===== src/verilog/bridge_defs.svh =====
`ifndef BRIDGE_DEFS_SVH
`define BRIDGE_DEFS_SVH

// AXI4-Lite link widths
`define BR_ADDR_W          64
`define BR_DATA_W          128
`define BR_STRB_W          16
`define BR_RESP_W          2

// host register port
`define BR_HOST_ADDR_W     15
`define BR_HOST_DATA_W     32
`define BR_STAGE_WORDS     8

// every queue holds 2**N entries
`define BR_FIFO_LOG2_DEPTH 4

// host register offsets, byte addressed
`define BR_REG_STAGE0      15'h000 // words 0..7 at 4-byte steps
`define BR_REG_AW_PUSH     15'h020
`define BR_REG_W_PUSH      15'h030
`define BR_REG_AR_PUSH     15'h040
`define BR_REG_B_STAT      15'h050
`define BR_REG_B_POP       15'h054
`define BR_REG_R_STAT      15'h060
`define BR_REG_R_POP       15'h064
`define BR_REG_OCU_ASSERT  15'h0c0
`define BR_REG_OCU_RELEASE 15'h0c4

`endif

===== src/verilog/bridge_pkg.sv =====
`default_nettype none

`include "bridge_defs.svh"

package bridge_pkg;

  // AXI4-Lite link fields
  typedef logic [`BR_ADDR_W-1:0] axi_addr_t;
  typedef logic [`BR_DATA_W-1:0] axi_data_t;
  typedef logic [`BR_STRB_W-1:0] axi_strb_t;
  typedef logic [`BR_RESP_W-1:0] axi_resp_t;

  // host port
  typedef logic [`BR_HOST_ADDR_W-1:0] host_addr_t;
  typedef logic [`BR_HOST_DATA_W-1:0] host_word_t;

  // 256-bit staging register shared by all queues
  typedef logic [`BR_STAGE_WORDS*`BR_HOST_DATA_W-1:0] stage_t;

endpackage

`default_nettype wire


===== src/verilog/host_regs.sv =====
`timescale 1ns/1ps
`default_nettype none

`include "bridge_defs.svh"

module host_regs (
  input  wire                           clk,
  input  wire                           rstn,

  // memory-style host port
  input  wire                           host_en,
  input  wire  [`BR_HOST_DATA_W/8-1:0]  host_we,
  input  wire  bridge_pkg::host_addr_t  host_addr,
  input  wire  bridge_pkg::host_word_t  host_din,
  output bridge_pkg::host_word_t        host_dout,

  output bridge_pkg::stage_t            stage,

  // outbound queue pushes
  output logic                          aw_push,
  output logic                          w_push,
  output logic                          ar_push,
  input  wire                           aw_ready,
  input  wire                           w_ready,
  input  wire                           ar_ready,

  // inbound queue heads and pops
  input  wire                           b_avail,
  input  wire  bridge_pkg::axi_resp_t   b_resp,
  output logic                          b_pop,
  input  wire                           r_avail,
  input  wire  bridge_pkg::axi_resp_t   r_resp,
  input  wire  bridge_pkg::axi_data_t   r_data,
  output logic                          r_pop,

  output logic                          ocu_rstn
);

  localparam int IDX_W = $clog2(`BR_STAGE_WORDS);

  logic                   wr_en;
  logic                   rd_en;
  bridge_pkg::host_addr_t stage_off;
  logic                   stage_hit;
  logic [IDX_W-1:0]       stage_idx;
  logic                   b_can_pop;
  logic                   r_can_pop;
  bridge_pkg::host_word_t b_stat;
  bridge_pkg::host_word_t r_stat;
  logic                   ocu_rstn_sw;

  assign wr_en = host_en && (host_we != '0);
  assign rd_en = host_en && (host_we == '0);

  // staging window, word aligned
  assign stage_off = host_addr - `BR_REG_STAGE0;
  assign stage_hit = (stage_off < bridge_pkg::host_addr_t'(`BR_STAGE_WORDS * 4)) &&
                     (stage_off[1:0] == 2'b00);
  assign stage_idx = stage_off[IDX_W+1:2];

  // head already being popped counts as gone
  assign b_can_pop = b_avail && !b_pop;
  assign r_can_pop = r_avail && !r_pop;

  // bit 0 entry waiting, bits 8 and up set while an outbound queue is full
  assign b_stat = bridge_pkg::host_word_t'({~w_ready, ~aw_ready, 7'b0, b_can_pop});
  assign r_stat = bridge_pkg::host_word_t'({~ar_ready, 7'b0, r_can_pop});

  always_ff @(posedge clk or negedge rstn) begin
    if (!rstn) begin
      aw_push     <= 1'b0;
      w_push      <= 1'b0;
      ar_push     <= 1'b0;
      b_pop       <= 1'b0;
      r_pop       <= 1'b0;
      ocu_rstn_sw <= 1'b1;
      ocu_rstn    <= 1'b0;
    end else begin
      aw_push  <= wr_en && (host_addr == `BR_REG_AW_PUSH);
      w_push   <= wr_en && (host_addr == `BR_REG_W_PUSH);
      ar_push  <= wr_en && (host_addr == `BR_REG_AR_PUSH);
      b_pop    <= wr_en && (host_addr == `BR_REG_B_POP) && b_can_pop;
      r_pop    <= wr_en && (host_addr == `BR_REG_R_POP) && r_can_pop;
      ocu_rstn <= ocu_rstn_sw; // second stage of the link reset switch
      if (wr_en && (host_addr == `BR_REG_OCU_ASSERT))
        ocu_rstn_sw <= 1'b0;
      else if (wr_en && (host_addr == `BR_REG_OCU_RELEASE))
        ocu_rstn_sw <= 1'b1;
    end
  end

  // staging register and read data
  always_ff @(posedge clk) begin
    if (wr_en) begin
      if (stage_hit) begin
        for (int b = 0; b < `BR_HOST_DATA_W/8; b++) begin
          if (host_we[b])
            stage[stage_idx*`BR_HOST_DATA_W + b*8 +: 8] <= host_din[b*8 +: 8];
        end
      end else if ((host_addr == `BR_REG_B_POP) && b_can_pop) begin
        stage <= bridge_pkg::stage_t'(b_resp);
      end else if ((host_addr == `BR_REG_R_POP) && r_can_pop) begin
        stage <= bridge_pkg::stage_t'({r_resp, r_data});
      end
    end

    if (rd_en) begin
      if (stage_hit)
        host_dout <= stage[stage_idx*`BR_HOST_DATA_W +: `BR_HOST_DATA_W];
      else if (host_addr == `BR_REG_B_STAT)
        host_dout <= b_stat;
      else if (host_addr == `BR_REG_R_STAT)
        host_dout <= r_stat;
      // other addresses keep the last value
    end
  end

endmodule

`default_nettype wire


===== config.mk =====
export PLATFORM = sky130hd
export DESIGN_NAME = host_regs
export DESIGN_NICKNAME = d
export VERILOG_FILES = /design/src/verilog/bridge_pkg.sv /design/src/verilog/host_regs.sv
export VERILOG_INCLUDE_DIRS = /design/src /design/src/verilog
export SDC_FILE = /design/constraint.sdc
export NUM_CORES = 1
export LEC_CHECK = 0
export BUFFER_PORTS_ARGS = -buffer_cell sky130_fd_sc_hd__buf_2
export CAP_MARGIN = 0
export CORE_AREA = 4 4 191 193
export CTS_CLUSTER_DIAMETER = 80
export DETAILED_ROUTE_END_ITERATION = 12
export DIE_AREA = 0 0 195 197
export HOLD_SLACK_MARGIN = 0.03
export PLACE_DENSITY = 0.71
export SLEW_MARGIN = 0
export SYNTH_ARGS = -nofsm -noshare
export SYNTH_HDL_FRONTEND = slang
export SYNTH_SLANG_ARGS = --single-unit

===== constraint.sdc =====
create_clock -name clk -period 4.8 [get_ports clk]
set_input_delay 0.96 -clock clk [delete_from_list [all_inputs] [get_ports clk]]
set_output_delay 0.96 -clock clk [all_outputs]
set_load 0.01 [all_outputs]

==> impl_metrics.yaml <==
finish:
  layout-drive-gt1-share_pct: 38.8
  area_growth_pct: 22.4
  fill_cells: 3011
  finalNetCount: 1872
  stdcell_count: 2154
  register_area_mm2: 0.00882
  multi_input_area_mm2: 0.00605
logic_synthesis:
  synth_ff_type: "edfxtp_1"
  yosys_warnings: 0
  synth_common_cells: "edfxtp_1 (288), nand2_1 (208), a21oi_1 (150), nand3_1 (142), a22o_1 (125)"
  synth_top_cell_by_area: "edfxtp_1"
  seq_area_frac_synth_pct: 56.8
  synth_area_mm2: 0.0155
  synthArstFlopShare_pct: 2.37
  yosysMostFrequentCell: "edfxtp_1"
  yosys-top-cells-area: "edfxtp_1 (56%), mux4_2 (9.3%), a22o_1 (7.0%), nand2_1 (5.0%), a21oi_1 (4.8%)"
  synth_top_cell_area_share_pct: 55.7
  syn_nets: 1452
  synth-edff-count: 288
  synth_cells: 1254
  syn_area_per_cell_um2: 12.4
  synth_seq_cells: 295
  ys_types: 54
clock_tree:
  cts_buffers: 31
  path_clk_slew_ns: 0.06
  cts_hold_buf: 0
  htree_levels: 1
  clk_path_buf_depth: 3
  clock_latency_ns: 0.56
  post_cts_resized: 0
  cts_tree: "yes"
  root_buffer: "clkbuf_16"
  cts_sinks: 295
  post_cts_buffers: 0
floorplan:
  rows: 68
  dieArea_mm2: 0.0384
  die_y_um: 197
  core_area_mm2: 0.0345
  start_util_pct: 45.0
  dieWidth_um: 195
  ios: 485
timing:
  drv_slew: 0
  worst_pin_slew_ns: 1.30
  slew_headroom_pct: 13.4
  min_period_ns: 3.64
  setup_viol: 0
  fin_crit_sh_pct: 75.9
  fin_ws_ns: 1.16
  fin_setup_tns_ns: 0
  rsz0062_at_grt: "false"
  finClkSkew_ns: 0.0150
  hold_viol: 0
  fmax_mhz: 275
global_route:
  grt_pass1_wl_um: 87500
  grt_pass1_vias: 13200
  grt_max_degree: 127
  gr-total-overflow: 0
  grt_usage_pct: 29.9
  antenna_found_initial: 6
worst_setup_path:
  critPathLaunchType: "primary input"
  crit_type: "in2reg"
  critical_path_required_ns: 4.99
  cp_max_fo: 32
  r2r_slack_ns: 1.96
  end_kind: "flip-flop"
  arrival_ns: 3.83
placement:
  place_inst: 2096
  numPortBuffers: 484
  dp_hpwl_um: 43500
  globalplace.congestion: 0.896
  dp_slack_ns: 0.656
power:
  p_per_area_mw_per_mm2: 284
  leakage_nw: 7.59
  power_mw: 5.39
  ir_drop_mv: 0.254
min_path:
  hp-class: "in2async"
status:
  status: "completed"
routing:
  post-route-drc-count: 0
  via_per_inst: 6.29
  dr.pass1.iters: 5
  finalWirelength_um: 60900
  drtIter0Drc: 1533
  antenna_left: 0
  vias: 13500
  wl_per_cell_um: 28.3
job:
  maxCapViolations: 0
[worst max-delay path: stages]
cell and delay (ns):
buf_2 0.58, inv_2 0.46, ha_1 0.48, nor2b_1 0.48, nand4bb_4 0.18, a22oi_1 0.69
[cell usage in the layout, fill, tap and decap left out, drive strengths merged, types with 2 or more instances in the layout]
| cell type | synthesis | final |
|---|---|---|
| o211ai | 3 | 3 |
| a32o | 3 | 3 |
| nor2 | 15 | 15 |
| mux4 | 64 | 64 |
| a21oi | 150 | 150 |
| nor4 | 8 | 8 |
| o21ai | 3 | 3 |
| ha | 7 | 7 |
| and3 | 23 | 23 |
| nor3 | 16 | 16 |
| buf | 91 | 516 |
| clkinv | 1 | 16 |
| or3 | 2 | 2 |
| clkinvlp | 0 | 2 |
| nand2 | 208 | 208 |
| inv | 4 | 5 |
| a221o | 2 | 2 |
| a22o | 125 | 125 |
| clkbuf | 38 | 38 |
| dfrtp | 6 | 6 |
| nor2b | 7 | 7 |
| diode | 0 | 2 |
| nor3b | 3 | 3 |
| edfxtp | 288 | 288 |
| nand4 | 2 | 2 |
| mux2i | 7 | 7 |
| mux2 | 2 | 2 |
| nor4b | 2 | 2 |
| nand3 | 144 | 144 |
| a22oi | 16 | 16 |
[metrics by stage]
step	util, %	cell area (µm²)	hold WS [ns]
detailed placement	52.5	18100	0.406
global route	55.1	19000	0.231
CTS	55.0	19000	0.219
finish	55.1	19000	0.236
global placement	52.5	18100	0.408
floorplan	-	15500	0.389
[layout make-up]
class                      count  area share [%]
multi-input combinational    825            31.8
clock buffer                  38            4.22
tap                          455            2.99
antenna                        2          0.0263
sequential                   295            46.4
timing repair buffer         516            14.0
inverter                       5          0.0987
clock inverter                18           0.434
[worst paths after layout]
| kind | start | end | cells past startpoint |
|---|---|---|---|
| max in group asynchronous | rstn | ocu_rstn_sw | 1 |
| worst max-delay path | host_addr[4] | stage[3] | 6 |
| worst max register to register | b_pop | stage[115] | 5 |
| worst min-delay path | rstn | aw_push | 1 |
| worst min register to register | ocu_rstn_sw | ocu_rstn | 0 |
| min in group clk | ocu_rstn_sw | ocu_rstn | 0 |
[layer usage]
layer  track usage, %  up-vias  wire [µm]
li1                 -     5695          -
met1             40.5     6674      23000
met2             50.1     1031      29600
met3             6.03      134       6590
met4             7.84        8       1680
met5                0        -         54
[where the power goes]
| group | total, mW | internal [mW] | switching, mW |
|---|---|---|---|
| registers | 2.80 | 2.80 | 0.000169 |
| clock network | 2.17 | 1.17 | 0.995 |
| logic | 0.422 | 0.167 | 0.255 |
| total | 5.39 | 4.14 | 1.25 |
[flip-flops by register name (all words and copies together), names as in the netlist]
register	cells
aw_push	1
ocu_rstn	1
stage	256
r_pop	1
ar_push	1
host_dout	32
ocu_rstn_sw	1
b_pop	1
w_push	1
[kinds of logic (layout without fill, tap and decap cells)]
| group | count (synthesis) | in the layout | synth area share, % |
|---|---|---|---|
| and+or+nand+nor | 438 | 438 | 14.7 |
| AOI/OAI and AO/OA | 306 | 306 | 13.5 |
| DFF | 295 | 295 | 56.8 |
| buffers and inverters | 134 | 577 | 4.51 |
| muxes | 73 | 73 | 9.88 |
| adders and majority gates | 7 | 7 | 0.564 |
| xor gates and xnor gates | 1 | 1 | 0.0564 |
| other | 0 | 2 | 0 |
(Power assumes the default switching activity.)
